`config.mk`:
```
export PLATFORM = sky130hd
export DESIGN_NAME = spi_ctrl_top
export DESIGN_NICKNAME = d
export VERILOG_FILES = /design/src/source/spi_bank_pkg.sv /design/src/source/spi_ctrl_top.sv /design/src/source/spi_port_mux.sv /design/src/source/reg_bank.sv /design/src/source/reg_arbiter.sv /design/src/source/rail_guard.sv /design/src/source/spi_frame_rx.sv
export SDC_FILE = /design/constraint.sdc
export NUM_CORES = 1
export LEC_CHECK = 0
export BUFFER_PORTS_ARGS = -buffer_cell sky130_fd_sc_hd__buf_2
export CAP_MARGIN = 20
export CORE_UTILIZATION = 40
export CTS_CLUSTER_SIZE = 14
export DETAILED_ROUTE_END_ITERATION = 16
export PLACE_DENSITY = 0.67
export RECOVER_POWER = 50
export SETUP_SLACK_MARGIN = 0.2
export SLEW_MARGIN = 10
export SYNTH_ARGS = -nofsm -noshare
export SYNTH_HDL_FRONTEND = slang
export SYNTH_SLANG_ARGS = --single-unit
```
`constraint.sdc`:
```
create_clock -name cs -period 3.4 [get_ports cs]
set_input_delay 0.17 -clock cs [delete_from_list [all_inputs] [get_ports cs]]
set_output_delay 0.17 -clock cs [all_outputs]
set_load 0.05 [all_outputs]
```
`src/source/spi_bank_pkg.sv`:
```
/* shared constants for the board-control register bank
   frame widths, register addresses, command codes and reset values
   used by the SPI frame receiver, the write arbiter and the bank */
package spi_bank_pkg;

  ////////////////////////////////////////
  // frame layout

  // address byte then value byte, msb first
  localparam int ADDR_W = 8;
  localparam int DATA_W = 8;
  localparam int FRAME_BITS = ADDR_W + DATA_W;

  // update registers are one nibble
  // low nibble of value sets, high nibble clears
  localparam int NIB_W = 4;

  ////////////////////////////////////////
  // register addresses

  localparam logic [ADDR_W-1:0] REG_LED = 8'd7;
  localparam logic [ADDR_W-1:0] REG_SPI_MUX = 8'd8;
  localparam logic [ADDR_W-1:0] REG_4094 = 8'd9;
  localparam logic [ADDR_W-1:0] REG_ADC = 8'd14;

  ////////////////////////////////////////
  // command addresses

  // value byte ignored for commands
  // powerup clears led and adc only
  localparam logic [ADDR_W-1:0] CMD_POWERUP = 8'd6;

  // soft reset clears led, adc, 4094 and mux
  localparam logic [ADDR_W-1:0] CMD_SOFT_RESET = 8'd11;

  ////////////////////////////////////////
  // reset values

  // led 0 lit out of reset
  localparam logic [NIB_W-1:0] LED_RESET = 4'b0001;

endpackage
```
`src/source/spi_ctrl_top.sv`:
```
`timescale 1ns/1ps
/* board-control subsystem top
   host SPI register access, rail guard, write arbitration,
   control register bank and the secondary SPI port mux */
module spi_ctrl_top #(
  parameter int               PORTS        = 8,
  parameter logic [PORTS-1:0] CS_POLARITY  = PORTS'(1),
  parameter int               GUARD_CYCLES = 16
) (
  input  logic                           cs,
  input  logic                           rst_n,
  input  logic                           spi_ss,
  input  logic                           spi_ss2,
  input  logic                           spi_sclk,
  input  logic                           spi_mosi,
  input  logic                           rails_ok,
  input  logic [PORTS-1:0]               port_miso,
  output logic                           spi_miso,
  output logic [spi_bank_pkg::NIB_W-1:0] led,
  output logic                           oe_4094,
  output logic [spi_bank_pkg::NIB_W-1:0] adc_ctl,
  output logic [PORTS-1:0]               port_ss,
  output logic [PORTS-1:0]               port_sclk,
  output logic [PORTS-1:0]               port_mosi
);
  import spi_bank_pkg::*;

  // receiver side
  logic              rx_wr;
  logic [ADDR_W-1:0] rx_addr;
  logic [DATA_W-1:0] rx_data;
  logic [ADDR_W-1:0] rd_addr;
  logic [DATA_W-1:0] rd_data;
  logic              miso_int;
  // guard request
  logic              guard_wr;
  // bank write port
  logic              wr_en;
  logic [ADDR_W-1:0] wr_addr;
  logic [DATA_W-1:0] wr_data;
  logic [DATA_W-1:0] mux_sel;

  ////////////////////////////////////////
  // writers

  spi_frame_rx u_frame_rx (
    .cs       (cs),
    .rst_n    (rst_n),
    .spi_ss   (spi_ss),
    .spi_sclk (spi_sclk),
    .spi_mosi (spi_mosi),
    .rd_data  (rd_data),
    .rd_addr  (rd_addr),
    .rx_wr    (rx_wr),
    .rx_addr  (rx_addr),
    .rx_data  (rx_data),
    .miso_int (miso_int)
  );

  rail_guard #(
    .GUARD_CYCLES (GUARD_CYCLES)
  ) u_rail_guard (
    .cs       (cs),
    .rst_n    (rst_n),
    .rails_ok (rails_ok),
    .guard_wr (guard_wr)
  );

  reg_arbiter u_arbiter (
    .cs       (cs),
    .rst_n    (rst_n),
    .rx_wr    (rx_wr),
    .rx_addr  (rx_addr),
    .rx_data  (rx_data),
    .guard_wr (guard_wr),
    .wr_en    (wr_en),
    .wr_addr  (wr_addr),
    .wr_data  (wr_data)
  );

  ////////////////////////////////////////
  // registers and port routing

  reg_bank u_bank (
    .cs      (cs),
    .rst_n   (rst_n),
    .wr_en   (wr_en),
    .wr_addr (wr_addr),
    .wr_data (wr_data),
    .rd_addr (rd_addr),
    .rd_data (rd_data),
    .led     (led),
    .oe_4094 (oe_4094),
    .adc_ctl (adc_ctl),
    .mux_sel (mux_sel)
  );

  // shares sclk and mosi with the host frame pins
  spi_port_mux #(
    .PORTS       (PORTS),
    .CS_POLARITY (CS_POLARITY)
  ) u_port_mux (
    .mux_sel   (mux_sel),
    .spi_ss2   (spi_ss2),
    .spi_sclk  (spi_sclk),
    .spi_mosi  (spi_mosi),
    .port_miso (port_miso),
    .miso_int  (miso_int),
    .port_ss   (port_ss),
    .port_sclk (port_sclk),
    .port_mosi (port_mosi),
    .spi_miso  (spi_miso)
  );

endmodule

```
`src/source/spi_port_mux.sv`:
```
`timescale 1ns/1ps
/* secondary SPI port router, purely combinational
   sends ss2, sclk and mosi to the port picked by the mux register
   and returns that port's miso, or the bank's own miso outside ss2 */
module spi_port_mux #(
  parameter int               PORTS       = 8,
  parameter logic [PORTS-1:0] CS_POLARITY = PORTS'(1)
) (
  input  logic [spi_bank_pkg::DATA_W-1:0] mux_sel,
  input  logic                            spi_ss2,
  input  logic                            spi_sclk,
  input  logic                            spi_mosi,
  input  logic [PORTS-1:0]                port_miso,
  input  logic                            miso_int,
  output logic [PORTS-1:0]                port_ss,
  output logic [PORTS-1:0]                port_sclk,
  output logic [PORTS-1:0]                port_mosi,
  output logic                            spi_miso
);
  import spi_bank_pkg::*;

  logic [PORTS-1:0] port_en;
  logic [PORTS-1:0] ss_act;

  ////////////////////////////////////////
  // port decode

  // 0 is no port, n is port n-1, above PORTS is no port
  always_comb
  begin
    port_en = '0;
    for (int i = 0; i < PORTS; i++)
      port_en[i] = (mux_sel == DATA_W'(i + 1));
  end

  ////////////////////////////////////////
  // outputs to ports

  // ss2 is active low from the host
  assign ss_act = port_en & {PORTS{~spi_ss2}};

  // active-high ports pass the select straight, others invert
  // unselected ports sit at their idle level
  assign port_ss = ~(ss_act ^ CS_POLARITY);

  // idle ports see 0 on clock and data
  assign port_sclk = port_en & {PORTS{spi_sclk}};
  assign port_mosi = port_en & {PORTS{spi_mosi}};

  ////////////////////////////////////////
  // miso return

  // no port selected reads 0 during ss2
  assign spi_miso = spi_ss2 ? miso_int : |(port_en & port_miso);

  // two ports driven at once would short their miso lines
  always_comb
  begin
    a_en_onehot: assert ($onehot0(port_en))
      else $error("port enable not one-hot");
  end

endmodule

```
`src/source/reg_bank.sv`:
```
`timescale 1ns/1ps
/* board control registers
   led, 4094 and adc nibbles with set/clear/toggle update, raw spi mux byte,
   powerup and soft reset commands, combinational readback */
module reg_bank (
  input  logic                            cs,
  input  logic                            rst_n,
  input  logic                            wr_en,
  input  logic [spi_bank_pkg::ADDR_W-1:0] wr_addr,
  input  logic [spi_bank_pkg::DATA_W-1:0] wr_data,
  input  logic [spi_bank_pkg::ADDR_W-1:0] rd_addr,
  output logic [spi_bank_pkg::DATA_W-1:0] rd_data,
  output logic [spi_bank_pkg::NIB_W-1:0]  led,
  output logic                            oe_4094,
  output logic [spi_bank_pkg::NIB_W-1:0]  adc_ctl,
  output logic [spi_bank_pkg::DATA_W-1:0] mux_sel
);
  import spi_bank_pkg::*;

  logic [NIB_W-1:0]  led_q;
  logic [NIB_W-1:0]  r4094_q;
  logic [NIB_W-1:0]  adc_q;
  logic [DATA_W-1:0] mux_q;

  ////////////////////////////////////////
  // set/clear/toggle

  // low nibble sets, high nibble clears
  // any bit named in both turns the write into a pure toggle
  function automatic logic [NIB_W-1:0] nib_update(
    input logic [NIB_W-1:0]  cur,
    input logic [DATA_W-1:0] val
  );
    logic [NIB_W-1:0] set_b;
    logic [NIB_W-1:0] clr_b;
    logic [NIB_W-1:0] both_b;
    set_b  = val[NIB_W-1:0];
    clr_b  = val[2*NIB_W-1:NIB_W];
    both_b = set_b & clr_b;
    if (|both_b)
      nib_update = cur ^ both_b;
    else
      nib_update = (cur | set_b) & ~clr_b;
  endfunction

  ////////////////////////////////////////
  // register writes

  // other addresses leave every register alone
  always_ff @(posedge cs)
  begin
    if (!rst_n)
    begin
      led_q   <= LED_RESET;
      r4094_q <= '0;
      adc_q   <= '0;
      mux_q   <= '0;
    end
    else if (wr_en)
    begin
      case (wr_addr)
        REG_LED:     led_q   <= nib_update(led_q, wr_data);
        REG_4094:    r4094_q <= nib_update(r4094_q, wr_data);
        REG_ADC:     adc_q   <= nib_update(adc_q, wr_data);
        // mux is a plain byte
        REG_SPI_MUX: mux_q   <= wr_data;
        CMD_SOFT_RESET:
        begin
          led_q   <= '0;
          r4094_q <= '0;
          adc_q   <= '0;
          mux_q   <= '0;
        end
        // rails coming up, 4094 and mux untouched
        CMD_POWERUP:
        begin
          led_q <= '0;
          adc_q <= '0;
        end
      endcase
    end
  end

  ////////////////////////////////////////
  // readback

  always_comb
  begin
    case (rd_addr)
      REG_LED:     rd_data = DATA_W'(led_q);
      REG_SPI_MUX: rd_data = mux_q;
      REG_4094:    rd_data = DATA_W'(r4094_q);
      REG_ADC:     rd_data = DATA_W'(adc_q);
      // commands and unknown addresses read 0
      default:     rd_data = '0;
    endcase
  end

  assign led     = led_q;
  assign adc_ctl = adc_q;
  assign mux_sel = mux_q;
  // output enable is the low bit only
  assign oe_4094 = r4094_q[0];

endmodule

```
`src/source/reg_arbiter.sv`:
```
`timescale 1ns/1ps
/* write port arbiter for the register bank
   merges frame receiver writes and rail guard commands, guard first,
   one registered write per cycle, losing request held one cycle */
module reg_arbiter (
  input  logic                            cs,
  input  logic                            rst_n,
  input  logic                            rx_wr,
  input  logic [spi_bank_pkg::ADDR_W-1:0] rx_addr,
  input  logic [spi_bank_pkg::DATA_W-1:0] rx_data,
  input  logic                            guard_wr,
  output logic                            wr_en,
  output logic [spi_bank_pkg::ADDR_W-1:0] wr_addr,
  output logic [spi_bank_pkg::DATA_W-1:0] wr_data
);
  import spi_bank_pkg::*;

  logic              g_pend;
  logic              r_pend;
  logic [ADDR_W-1:0] r_addr_q;
  logic [DATA_W-1:0] r_data_q;
  logic              g_req;
  logic              r_req;
  logic              g_gnt;
  logic              r_gnt;
  logic [ADDR_W-1:0] r_addr;
  logic [DATA_W-1:0] r_data;

  // new pulse or one left over
  assign g_req = guard_wr | g_pend;
  assign r_req = rx_wr | r_pend;

  // fixed priority
  assign g_gnt = g_req;
  assign r_gnt = r_req & ~g_req;

  // receiver payload, live on the pulse cycle
  assign r_addr = rx_wr ? rx_addr : r_addr_q;
  assign r_data = rx_wr ? rx_data : r_data_q;

  ////////////////////////////////////////
  // pending flags

  always_ff @(posedge cs)
  begin
    if (!rst_n)
    begin
      g_pend <= 1'b0;
      r_pend <= 1'b0;
    end
    else
    begin
      g_pend <= g_req & ~g_gnt;
      r_pend <= r_req & ~r_gnt;
    end
  end

  always_ff @(posedge cs)
  begin
    if (rx_wr)
    begin
      r_addr_q <= rx_addr;
      r_data_q <= rx_data;
    end
  end

  ////////////////////////////////////////
  // bank write port

  always_ff @(posedge cs)
  begin
    if (!rst_n)
      wr_en <= 1'b0;
    else
      wr_en <= g_gnt | r_gnt;
  end

  // guard has no payload, just the command address
  always_ff @(posedge cs)
  begin
    wr_addr <= g_gnt ? CMD_POWERUP : r_addr;
    wr_data <= g_gnt ? '0 : r_data;
  end

  a_wr_has_req: assert property (@(posedge cs) disable iff (!rst_n)
    wr_en |-> $past(guard_wr || rx_wr || g_pend || r_pend))
    else $error("wr_en without a pending request");

  // no frame write is ever lost to the guard
  a_rx_served: assert property (@(posedge cs) disable iff (!rst_n)
    rx_wr |-> ##[1:2] (wr_en && wr_addr == $past(rx_addr, 1)) or
              ##[1:2] (wr_en && wr_addr == $past(rx_addr, 2)))
    else $error("frame write dropped");

endmodule

```
`src/source/rail_guard.sv`:
```
`timescale 1ns/1ps
/* rail monitor, second writer to the register bank
   requests the powerup safe command once per sustained rails_ok drop */
module rail_guard #(
  parameter int GUARD_CYCLES = 16
) (
  input  logic cs,
  input  logic rst_n,
  input  logic rails_ok,
  output logic guard_wr
);

  localparam int CNT_W = $clog2(GUARD_CYCLES + 1);

  logic [1:0]       rails_q;
  logic             rails_s;
  logic [CNT_W-1:0] low_cnt;
  logic             armed;

  // two-stage sync, rails assumed good out of reset
  always_ff @(posedge cs)
  begin
    if (!rst_n)
      rails_q <= '1;
    else
      rails_q <= {rails_q[0], rails_ok};
  end

  assign rails_s = rails_q[1];

  ////////////////////////////////////////
  // low-time filter

  always_ff @(posedge cs)
  begin
    if (!rst_n)
    begin
      low_cnt  <= '0;
      armed    <= 1'b1;
      guard_wr <= 1'b0;
    end
    else if (rails_s)
    begin
      // recovered, re-arm
      low_cnt  <= '0;
      armed    <= 1'b1;
      guard_wr <= 1'b0;
    end
    else
    begin
      if (low_cnt != CNT_W'(GUARD_CYCLES))
        low_cnt <= low_cnt + 1'b1;
      // fires on the GUARD_CYCLES-th low cycle
      guard_wr <= armed && (low_cnt == CNT_W'(GUARD_CYCLES - 1));
      if (low_cnt == CNT_W'(GUARD_CYCLES - 1))
        armed <= 1'b0;
    end
  end

endmodule

```
`src/source/spi_frame_rx.sv`:
```
`timescale 1ns/1ps
/* host SPI slave for the control register bank
   oversamples ss, sclk and mosi on cs, assembles address/value frames
   and shifts the addressed register back out during the value byte */
module spi_frame_rx (
  input  logic                            cs,
  input  logic                            rst_n,
  input  logic                            spi_ss,
  input  logic                            spi_sclk,
  input  logic                            spi_mosi,
  input  logic [spi_bank_pkg::DATA_W-1:0] rd_data,
  output logic [spi_bank_pkg::ADDR_W-1:0] rd_addr,
  output logic                            rx_wr,
  output logic [spi_bank_pkg::ADDR_W-1:0] rx_addr,
  output logic [spi_bank_pkg::DATA_W-1:0] rx_data,
  output logic                            miso_int
);
  import spi_bank_pkg::*;

  // room to count past a full frame, saturates
  localparam int CNT_W = $clog2(FRAME_BITS) + 2;

  logic [2:0]            ss_q;
  logic [2:0]            sclk_q;
  logic [1:0]            mosi_q;
  logic                  ss_s;
  logic                  mosi_s;
  logic                  sclk_rise;
  logic                  sclk_fall;
  logic                  ss_rise;
  logic [FRAME_BITS-1:0] shift_q;
  logic [CNT_W-1:0]      bit_cnt;
  logic [ADDR_W-1:0]     addr_q;
  logic                  ld_tx;
  logic [DATA_W-1:0]     tx_q;

  ////////////////////////////////////////
  // pin synchronizers

  always_ff @(posedge cs)
  begin
    if (!rst_n)
    begin
      // ss idles high, so no false rise out of reset
      ss_q   <= '1;
      sclk_q <= '0;
      mosi_q <= '0;
    end
    else
    begin
      ss_q   <= {ss_q[1:0], spi_ss};
      sclk_q <= {sclk_q[1:0], spi_sclk};
      mosi_q <= {mosi_q[0], spi_mosi};
    end
  end

  // stage 1 is the synchronized level, stage 2 the previous one
  assign ss_s      = ss_q[1];
  assign mosi_s    = mosi_q[1];
  assign sclk_rise = sclk_q[1] & ~sclk_q[2];
  assign sclk_fall = ~sclk_q[1] & sclk_q[2];
  assign ss_rise   = ss_q[1] & ~ss_q[2];

  ////////////////////////////////////////
  // bit count and frame shift

  always_ff @(posedge cs)
  begin
    if (!rst_n)
    begin
      bit_cnt <= '0;
      ld_tx   <= 1'b0;
    end
    else
    begin
      ld_tx <= 1'b0;
      if (ss_s)
        bit_cnt <= '0;
      else if (sclk_rise)
      begin
        if (bit_cnt != '1)
          bit_cnt <= bit_cnt + 1'b1;
        // eighth rise, readback load next cycle
        ld_tx <= (bit_cnt == CNT_W'(ADDR_W - 1));
      end
    end
  end

  always_ff @(posedge cs)
  begin
    if (!ss_s && sclk_rise)
    begin
      shift_q <= {shift_q[FRAME_BITS-2:0], mosi_s};
      // address byte complete with this bit
      if (bit_cnt == CNT_W'(ADDR_W - 1))
        addr_q <= {shift_q[ADDR_W-2:0], mosi_s};
    end
  end

  assign rd_addr = addr_q;

  ////////////////////////////////////////
  // frame end

  // short or long frames never write
  always_ff @(posedge cs)
  begin
    if (!rst_n)
      rx_wr <= 1'b0;
    else
      rx_wr <= ss_rise && (bit_cnt == CNT_W'(FRAME_BITS));
  end

  // held until the next good frame
  always_ff @(posedge cs)
  begin
    if (ss_rise && (bit_cnt == CNT_W'(FRAME_BITS)))
    begin
      rx_addr <= shift_q[FRAME_BITS-1 -: ADDR_W];
      rx_data <= shift_q[DATA_W-1:0];
    end
  end

  ////////////////////////////////////////
  // readback shifter

  always_ff @(posedge cs)
  begin
    if (!rst_n)
      tx_q <= '0;
    else if (ss_s)
      tx_q <= '0;
    else if (ld_tx)
      tx_q <= rd_data;
    // host samples on rise, so advance on fall
    else if (sclk_fall)
      tx_q <= {tx_q[DATA_W-2:0], 1'b0};
  end

  // msb first, zero fill
  assign miso_int = tx_q[DATA_W-1];

  // write only lands after the host has released ss for good
  a_wr_ss_high: assert property (@(posedge cs) disable iff (!rst_n)
    rx_wr |-> ss_q[1] && $past(ss_q[1]))
    else $error("rx_wr while spi_ss low");

endmodule

```
==> flow_summary.json, run 1 <==
{
  "critical-path-slowest-cell": "or4_4",
  "hp-class": "in -> reg",
  "via_per_inst": 5.054,
  "yosys.area.top_type": "dfxtp_1",
  "drive_above_1_share_pct": 18.30,
  "setup_viol": 0,
  "insertion_delay_ps": 400,
  "cp.required_ps": 3230,
  "syn_area_mm2": 0.005057,
  "postSynthCellCount": 456,
  "drt_iter0_drc": 177,
  "vias": 3472,
  "end_kind": "primary output",
  "cap_violations": 0,
  "cp_cell_sequence": "or4_4, or3b_4, nor3_4, a22oi_1, a21oi_1, buf_2",
  "diodes": 0,
  "syn_nets": 476,
  "worstSetupPathType": "reg -> out",
  "dp_worst_setup_slack_ps": 1222,
  "finClkSkew_ps": 6.558,
  "route.detailed.drc": 0,
  "critical_path.startpoint": "u_bank.mux_sel[4]",
  "yosys_warnings": 0,
  "core_area_mm2": 0.01216,
  "hp-start": "spi_sclk",
  "dpl.hpwl_um": 6670,
  "totalWireLength_um": 9573,
  "finalHoldViolations": 0,
  "start_util_pct": 41.58,
  "final.setup.tns_ps": 0,
  "ys_async_sr_fraction_pct": 0,
  "cts_setup_buffers": 0,
  "num_rows": 40,
  "max_slew_margin_pct": 18.51,
  "syn_to_final_growth_pct": 19.20,
  "ant_nets": 0,
  "cts-htree-levels": 4,
  "ys_seq_area_share_pct": 58.19,
  "grt_pass1_wl_um": 15700,
  "port_buffers": 48,
  "final_nets": 528,
  "pwr_density_cell_mw_per_mm2": 556.1,
  "wl_met3_um": 497,
  "rsz0062_at_grt": "false",
  "met1Wirelength_um": 4427,
  "max_freq_ghz": 0.3833,
  "dieArea_mm2": 0.01310,
  "synthFlopType": "dfxtp_1",
  "die_h_um": 114.4,
  "cts_buffer_depth": 2,
  "worst_slack_ps": 791.1,
  "slew_violations": 0,
  "synth_top_area_share_pct": 34.44,
  "route.met2.wl_um": 4432,
  "synthTopCellsByArea": "dfxtp_1, edfxtp_1, mux2_2, and2_1, a21oi_1",
  "cts_buffers": 17,
  "power.total_mw": 3.352,
  "grt_max_degree": 30,
  "period_share_pct": 76.73,
  "grtUsageTotal_pct": 15.68,
  "place_congestion": 0.8609,
  "die-width_um": 114.4,
  "peakVddDrop_mv": 0.2574,
  "cp.arrival_ps": 2440,
  "cp-start-kind": "flop",
  "grt.overflow.total": 0,
  "reg2reg_from": "u_frame_rx.sclk_q[2]",
  "path_clk_slew_ps": 50,
  "synth.avg_cell_area_um2": 11.09,
  "final_util_pct": 49.57,
  "dp_cells": 655,
  "cts_sinks": 127,
  "top_level_ports": 49,
  "antenna_found_initial": 0,
  "synth_common_cells": "dfxtp_1, edfxtp_1, nor2_1, a21oi_1, nand2_1",
  "status": "completed",
  "cts_root_buf": "clkbuf_16",
  "drt-wirelength-per-cell_um": 13.93,
  "p_leak_nw": 2.301,
  "synth_cell_types": 57,
  "final_period_minus_worst_setup_slack_ps": 2609,
  "crit_path_max_fanout": 4,
  "ys_ff_latch": 127,
  "slowest_delay_ps": 540,
  "dr.max_layer_used": "met4",
  "fill_cells": 1099,
  "grt_pass1_vias": 3337,
  "firstDrtPassIters": 4,
  "stdcell_count": 687,
  "synth_most_common_cell": "dfxtp_1",
  "cts_tree": "built",
  "tightest_slew_ps": 1222,
  "synth-edff-count": 40
}
==> metrics by stage <==
step	hold slack (ps)	area [um^2]
finish	82.00	6028
floorplan	271.5	5057
detailed placement	358.6	5455
global placement	354.4	5455
CTS	78.43	6055
global route	102.7	6028
==> where the power goes <==
| group | total, mW | switching [mW] | internal (mW) |
|---|---|---|---|
| clock | 1.73 | 0.596 | 1.13 |
| sequential | 1.57 | 0.00582 | 1.57 |
| combinational | 0.0490 | 0.0281 | 0.0210 |
| total | 3.35 | 0.630 | 2.72 |
==> worst max-delay path, delay by kind of cell, from the launching register on <==
family                 cells  cell delay [ps]
AO/OA/AOI/OAI              2              290
buffers and inverters      1              280
flip-flops                 1              320
AND/OR/NAND/NOR            3             1130
==> timing repair <==
item | 4_1_cts | 5_1_grt
hold buffers | 2 | 0
gates resized for setup | 0 | 0
hold endpoints to repair | 2 | 0
endpoints found under the setup margin | 0 | 0
==> layout make-up <==
class / instances / area (um^2) / share of cell area [%]
multi-input combinational: 298 / 1996 / 33.10
clock buffer: 25 / 526.8 / 8.738
tap: 168 / 210.2 / 3.487
timing repair buffer: 52 / 255.2 / 4.234
inverter: 12 / 45.04 / 0.7472
clock inverter: 5 / 52.55 / 0.8717
sequential: 127 / 2943 / 48.82
==> cell families (layout without fill, tap and decap cells) <==
group	after synthesis	in the layout	synth area share, %
simple gates	175	175	19.99
flops	127	127	58.19
compound gates	82	82	10.91
buf+inv	31	94	2.350
mux	25	25	5.418
xor+xnor	11	11	1.905
fa+ha+maj	5	5	1.237
==> cells in the final DEF, fill, tap and decap left out, drive strengths merged, types with 4 or more instances in the layout <==
cell    instances
mux2           19
nor2b          18
nor3b           7
xnor2           6
o21ai          12
nand3          13
a31oi           5
inv            12
ha              5
and3            8
nand2          27
a22oi           4
a32o            4
mux2i           6
edfxtp         40
a21boi          8
o211ai          4
and2           25
or3             4
nand2b         15
dfxtp          87
a21oi          26
clkbuf         37
nor3            8
a41oi           4
buf            38
nand3b          6
xor2            5
nor2           32
==> metal layers <==
layer	track usage, %	vias up
met1	19.00	1640
li1	-	1731
met2	24.85	83
met4	8.571	0
met3	4.976	18
met5	0	-
==> registers in the layout, indices dropped and copies added, names as in the netlist, 5 cells and up <==
| name | count |
|---|---|
| u_arbiter.r_addr_q | 8 |
| u_arbiter.r_data_q | 8 |
| u_arbiter.wr_addr | 8 |
| u_arbiter.wr_data | 8 |
| u_bank.mux_sel | 8 |
| u_frame_rx.bit_cnt | 6 |
| u_frame_rx.rd_addr | 8 |
| u_frame_rx.rx_addr | 8 |
| u_frame_rx.rx_data | 8 |
| u_frame_rx.shift_q | 16 |
| u_frame_rx.tx_q | 8 |
| u_rail_guard.low_cnt | 5 |
==> worst paths after layout <==
| kind | to | slack [ps] | cells past startpoint |
|---|---|---|---|
| hold / removal | u_frame_rx.sclk_q[0] | 80 | 2 |
| hold reg to reg | u_frame_rx.ss_q[1] | 410 | 1 |
| setup / recovery | spi_miso | 790 | 6 |
| setup reg to reg | u_frame_rx.rd_addr[7] | 1000 | 5 |
Note: power is estimated with default switching activity, not from simulation.
==> run 2: changes to the inputs <==
==> constraint.sdc (replaced) <==
create_clock -name cs -period 2.6 [get_ports cs]
set_input_delay 0.13 -clock cs [delete_from_list [all_inputs] [get_ports cs]]
set_output_delay 0.13 -clock cs [all_outputs]
set_load 0.05 [all_outputs]
==> flow_summary.json, run 2 (synthesis gave the netlist of run 1 again) <==
{
  "pwr-share-clk_pct": 54.0,
  "r2r_slack_ps": 550,
  "start_util_pct": 41.58,
  "end_kind": "primary output",
  "core_area_mm2": 0.01216,
  "num_rows": 40,
  "drive_above_1_share_pct": 20.38,
  "port_buffers": 48,
  "use_met3_pct": 5.347,
  "reg2reg_to": "u_frame_rx.tx_q[0]",
  "cts_buffer_depth": 2,
  "dpl.hpwl_um": 6815,
  "p_comb_share_pct": 1.5,
  "top_level_ports": 49,
  "antenna_found_initial": 0,
  "post_dp_cell_area_mm2": 0.005466,
  "min_to": "u_frame_rx.mosi_q[0]",
  "slew_violations": 0,
  "vias": 3552,
  "tightest_slew_ps": 942.1,
  "final_period_minus_worst_setup_slack_ps": 2488,
  "status": "completed",
  "r2r_cells": 5,
  "cts_root_buf": "clkbuf_16",
  "top_register": "u_frame_rx.shift_q",
  "cap_violations": 0,
  "seq_power_share_pct": 44.5,
  "worstSetupPathType": "reg -> out",
  "grt_pass1_wl_um": 16370,
  "final.setup.tns_ps": 0,
  "cts_buffers": 17,
  "p_sw_mw": 0.8860,
  "firstDrtPassIters": 8,
  "path_clk_slew_ps": 50,
  "dieArea_mm2": 0.01310,
  "largest_reg_flops": 16,
  "final_util_pct": 50.95,
  "insertion_delay_ps": 410,
  "syn_to_final_growth_pct": 22.51,
  "cp.arrival_ps": 2360,
  "met2_usage_pct": 26.22,
  "hp-start": "spi_mosi",
  "peakVddDrop_mv": 0.3598,
  "die-width_um": 114.4,
  "grt_busiest_layer": "met2",
  "finalHoldViolations": 0,
  "cp-start-kind": "flop",
  "diodes": 0,
  "totalWireLength_um": 10100,
  "cts-htree-levels": 4,
  "die_h_um": 114.4,
  "crit_path_max_fanout": 3,
  "power.total_mw": 4.620,
  "reg2reg_from": "u_frame_rx.rd_addr[5]",
  "p_int_mw": 3.734,
  "hp-class": "in -> reg",
  "grt_max_degree": 19,
  "rsz0062_at_grt": "true",
  "p_leak_nw": 2.355,
  "cp.required_ps": 2470,
  "pwr_density_cell_mw_per_mm2": 745.7,
  "fin_hold_ws_ps": 62.84,
  "via_per_inst": 5.126,
  "finClkSkew_ps": 4.846,
  "final_area_mm2": 0.006196,
  "cts_tree": "built",
  "setup_viol": 0,
  "switching_share_pct": 19.18,
  "place_congestion": 0.8592,
  "final_nets": 532,
  "mostFrequentLayoutCells": "dfxtp_1, edfxtp_1, nor2_1, buf_2, nand2_1",
  "grt_pass1_vias": 3338,
  "final_common_cell": "dfxtp_1",
  "cts_sinks": 127,
  "grt.overflow.total": 0,
  "met1_usage_pct": 20.29,
  "hold_path_depth": 2,
  "max_freq_ghz": 0.4019,
  "max_slew_margin_pct": 37.20,
  "ant_nets": 0,
  "period_share_pct": 95.71,
  "drt_iter0_drc": 206,
  "drt-wirelength-per-cell_um": 14.58,
  "route.detailed.drc": 0,
  "grtUsageTotal_pct": 16.51
}
-- run 2: layout make-up --
| class | count | area [um^2] |
|---|---|---|
| Fill cell | 1050 | 5966 |
| Inverter | 12 | 45.04 |
| Clock inverter | 14 | 187.7 |
| Tap cell | 168 | 210.2 |
| Timing Repair Buffer | 56 | 339.1 |
| Multi-Input combinational cell | 298 | 2018 |
| Clock buffer | 18 | 450.4 |
| Sequential cell | 127 | 2945 |
-- run 2: worst max-delay path, stage by stage, from the launching register on --
cell     delay [ps]
dfxtp_2         320
or4_4           540
or3b_4          450
nor3_4          210
a22oi_2         110
a21oi_2         150
buf_6           170
-- run 2: worst max path at each step --
stage	startpoint	end	cells after the start
after floorplan	u_bank.mux_sel[4]	port_ss[0]	4
after global placement	u_bank.mux_sel[4]	spi_miso	6
after detailed placement	u_bank.mux_sel[4]	spi_miso	6
after CTS	u_bank.mux_sel[4]	spi_miso	6
after global routing	u_bank.mux_sel[5]	spi_miso	6
final	u_bank.mux_sel[5]	spi_miso	6
-- run 2: layer usage --
layer	vias to the layer above	routed length (um)
li1	1746	-
met1	1704	4516
met2	83	4908
met3	19	479
met4	0	199
met5	-	0
-- run 2: per-stage QoR --
step	setup slack, ps	instances
after floorplan	291.9	456
after detailed placement	490.7	656
after CTS	123.8	691
after global routing	55.21	693
final	111.6	693
after global placement	515.3	656
-- run 2: power groups by stage --
| stage | Sequential [mW] | Combinational (mW) | Clock, mW |
|---|---|---|---|
| 5_1_grt | 2.06 | 0.0746 | 2.64 |
| 3_5_place_dp | 2.10 | 0.0643 | 0 |
| 4_1_cts | 2.06 | 0.0683 | 2.55 |
| 2_1_floorplan | 2.10 | 0.0423 | 0 |
| 3_3_place_gp | 2.10 | 0.0635 | 0 |
| 6_report | 2.06 | 0.0674 | 2.50 |
-- run 2: what timing repair did --
item / CTS / global route
setup buffers: 1 / 2
pin swaps: 1 / 6
setup endpoints to repair: 12 / 19
hold endpoints to repair: 2 / 0
resized for setup: 16 / 8
hold buffers: 2 / 0
==> run 3: changes to the inputs <==
--- a/config.mk
+++ b/config.mk
@@ -7,10 +7,10 @@
 export LEC_CHECK = 0
 export BUFFER_PORTS_ARGS = -buffer_cell sky130_fd_sc_hd__buf_2
 export CAP_MARGIN = 20
-export CORE_UTILIZATION = 40
+export CORE_UTILIZATION = 53
 export CTS_CLUSTER_SIZE = 14
 export DETAILED_ROUTE_END_ITERATION = 16
-export PLACE_DENSITY = 0.67
+export PLACE_DENSITY = 0.84
 export RECOVER_POWER = 50
 export SETUP_SLACK_MARGIN = 0.2
 export SLEW_MARGIN = 10
==> constraint.sdc (replaced) <==
create_clock -name cs -period 2.04 [get_ports cs]
set_input_delay 0.102 -clock cs [delete_from_list [all_inputs] [get_ports cs]]
set_output_delay 0.102 -clock cs [all_outputs]
set_load 0.05 [all_outputs]
==> flow_summary.json, run 3 (synthesis gave the netlist of run 1 again) <==
{
  "status": "finished with violations",
  "violations": "negative setup slack",
  "hp-class": "in -> reg",
  "cp-start-kind": "flop",
  "route.detailed.drc": 0,
  "antenna_found_initial": 0,
  "regArea_mm2": 0.002944,
  "dieArea_mm2": 0.009937,
  "via_per_inst": 5.609,
  "syn_to_final_growth_pct": 29.24,
  "met1Wirelength_um": 4837,
  "cts_sinks": 127,
  "vias": 3792,
  "cts-htree-levels": 4,
  "multi_input_area_mm2": 0.002183,
  "final_period_minus_worst_setup_slack_ps": 2580,
  "pwr-share-clk_pct": 52.5,
  "drt-wirelength-per-cell_um": 17.50,
  "drive_above_1_share_pct": 28.21,
  "crit_path_max_fanout": 3,
  "switching_share_pct": 20.78,
  "final.setup.tns_ps": -9720,
  "p_int_mw": 4.541,
  "grt_pass1_vias": 3670,
  "grt.overflow.total": 0,
  "dr.max_layer_used": "met4",
  "dp_worst_setup_slack_ps": -20.94,
  "rsz0062_at_grt": "true",
  "insertion_delay_ps": 520,
  "route.met2.wl_um": 6011,
  "end_kind": "primary output",
  "period_share_pct": 126.5,
  "start_util_pct": 54.73,
  "die_h_um": 99.69,
  "fill_cells": 609,
  "final_nets": 553,
  "grt_max_degree": 19,
  "peakVddDrop_mv": 0.8418,
  "ant_nets": 0,
  "grtUsageTotal_pct": 23.59,
  "max_freq_ghz": 0.3876,
  "pwr_density_cell_mw_per_mm2": 876.9,
  "dpl.hpwl_um": 7004,
  "cts_root_buf": "clkbuf_8",
  "p_leak_nw": 2.544,
  "finalHoldViolations": 0,
  "cap_violations": 0,
  "cp.required_ps": 1940,
  "largest_reg_flops": 16,
  "cts_buffer_depth": 2,
  "finClkSkew_ps": 6.595,
  "path_clk_slew_ps": 60,
  "worstSetupPathType": "reg -> out",
  "cts_buffers": 17,
  "totalWireLength_um": 11830,
  "worst_slack_ps": -540.3,
  "firstDrtPassIters": 4,
  "core_area_mm2": 0.009240,
  "p_sw_mw": 1.191,
  "drt_iter0_drc": 176,
  "wl_met3_um": 612,
  "final_area_mm2": 0.006536,
  "grt_pass1_wl_um": 17860,
  "seq_power_share_pct": 45.7,
  "top_level_ports": 49,
  "setup_viol": 25,
  "place_congestion": 0.9184,
  "die-width_um": 99.69,
  "final_common_cell": "dfxtp_1",
  "cp.arrival_ps": 2480,
  "post_dp_cell_area_mm2": 0.005590,
  "cts_tree": "built",
  "mostFrequentLayoutCells": "dfxtp_1, edfxtp_1, nor2_1, buf_4, nand2_1",
  "max_slew_margin_pct": 41.08,
  "num_rows": 35,
  "port_buffers": 48,
  "top_register": "u_frame_rx.shift_q",
  "tightest_slew_ps": 883.8,
  "p_comb_share_pct": 1.8,
  "slew_violations": 0
}
-- run 3: changes by cell type in the layout (fill, tap and decap cells not counted), moves of 4 or more --
cell | previous run | this run
buf_4 | 7 | 27
and2_2 | 0 | 6
buf_6 | 6 | 14
and2_4 | 1 | 5
buf_2 | 27 | 23
and2_1 | 21 | 11
clkbuf_1 | 13 | 5
-- run 3: timing repair --
| action | in CTS | in global routing |
|---|---|---|
| gates resized for setup | 27 | 44 |
| endpoints found under the hold margin | 11 | 0 |
| hold buffers | 5 | 0 |
| pin swaps | 2 | 15 |
| setup buffers | 1 | 6 |
| setup endpoints to repair | 29 | 46 |
-- run 3: cell type report --
type,count,share of cell area (%)
antenna,1,0.03828
sequential,127,45.04
timing repair buffer,77,9.188
inverter,12,0.6891
clock inverter,11,1.972
multi-input combinational,298,33.40
clock buffer,21,7.198
tap,129,2.469
-- run 3: critical path, stage by stage, from the launching register on --
cell and delay (ps):
dfxtp_2 320, or4_4 540, or3b_4 440, nor3b_4 280, buf_4 170, nand2b_4 60, buf_8 150
-- run 3: routing by layer --
layer  global-route usage, %  vias up
li1                        -     1788
met1                   28.70     1828
met2                   38.94      141
met3                   5.903       35
met4                   11.99        0
met5                       0        -
-- run 3: through the flow --
stage	std cells	power, mW	utilization (%)	hold slack [ps]
2_1_floorplan	456	2.728	-	203.5
6_report	676	5.732	70.74	291.7
3_3_place_gp	631	2.760	60.50	284.2
3_5_place_dp	631	2.763	60.50	286.1
4_1_cts	669	5.742	68.44	288.8
5_1_grt	675	5.874	70.71	319.6
-- run 3: worst paths after layout --
path	cells after the start	from	slack, ps	endpoint
hold / removal	3	spi_ss	290	u_frame_rx.ss_q[0]
hold reg to reg	1	u_frame_rx.ss_q[0]	410	u_frame_rx.ss_q[1]
setup reg to reg	5	u_frame_rx.rd_addr[6]	210	u_frame_rx.tx_q[3]
setup / recovery	6	u_bank.mux_sel[4]	-540	port_ss[4]
-- run 3: power by group through the flow --
stage / clock network, mW / logic [mW] / registers, mW
2_1_floorplan: 0 / 0.0569 / 2.67
3_3_place_gp: 0 / 0.0872 / 2.67
3_5_place_dp: 0 / 0.0886 / 2.67
4_1_cts: 3.02 / 0.0987 / 2.62
5_1_grt: 3.14 / 0.109 / 2.62
6_report: 3.01 / 0.102 / 2.62
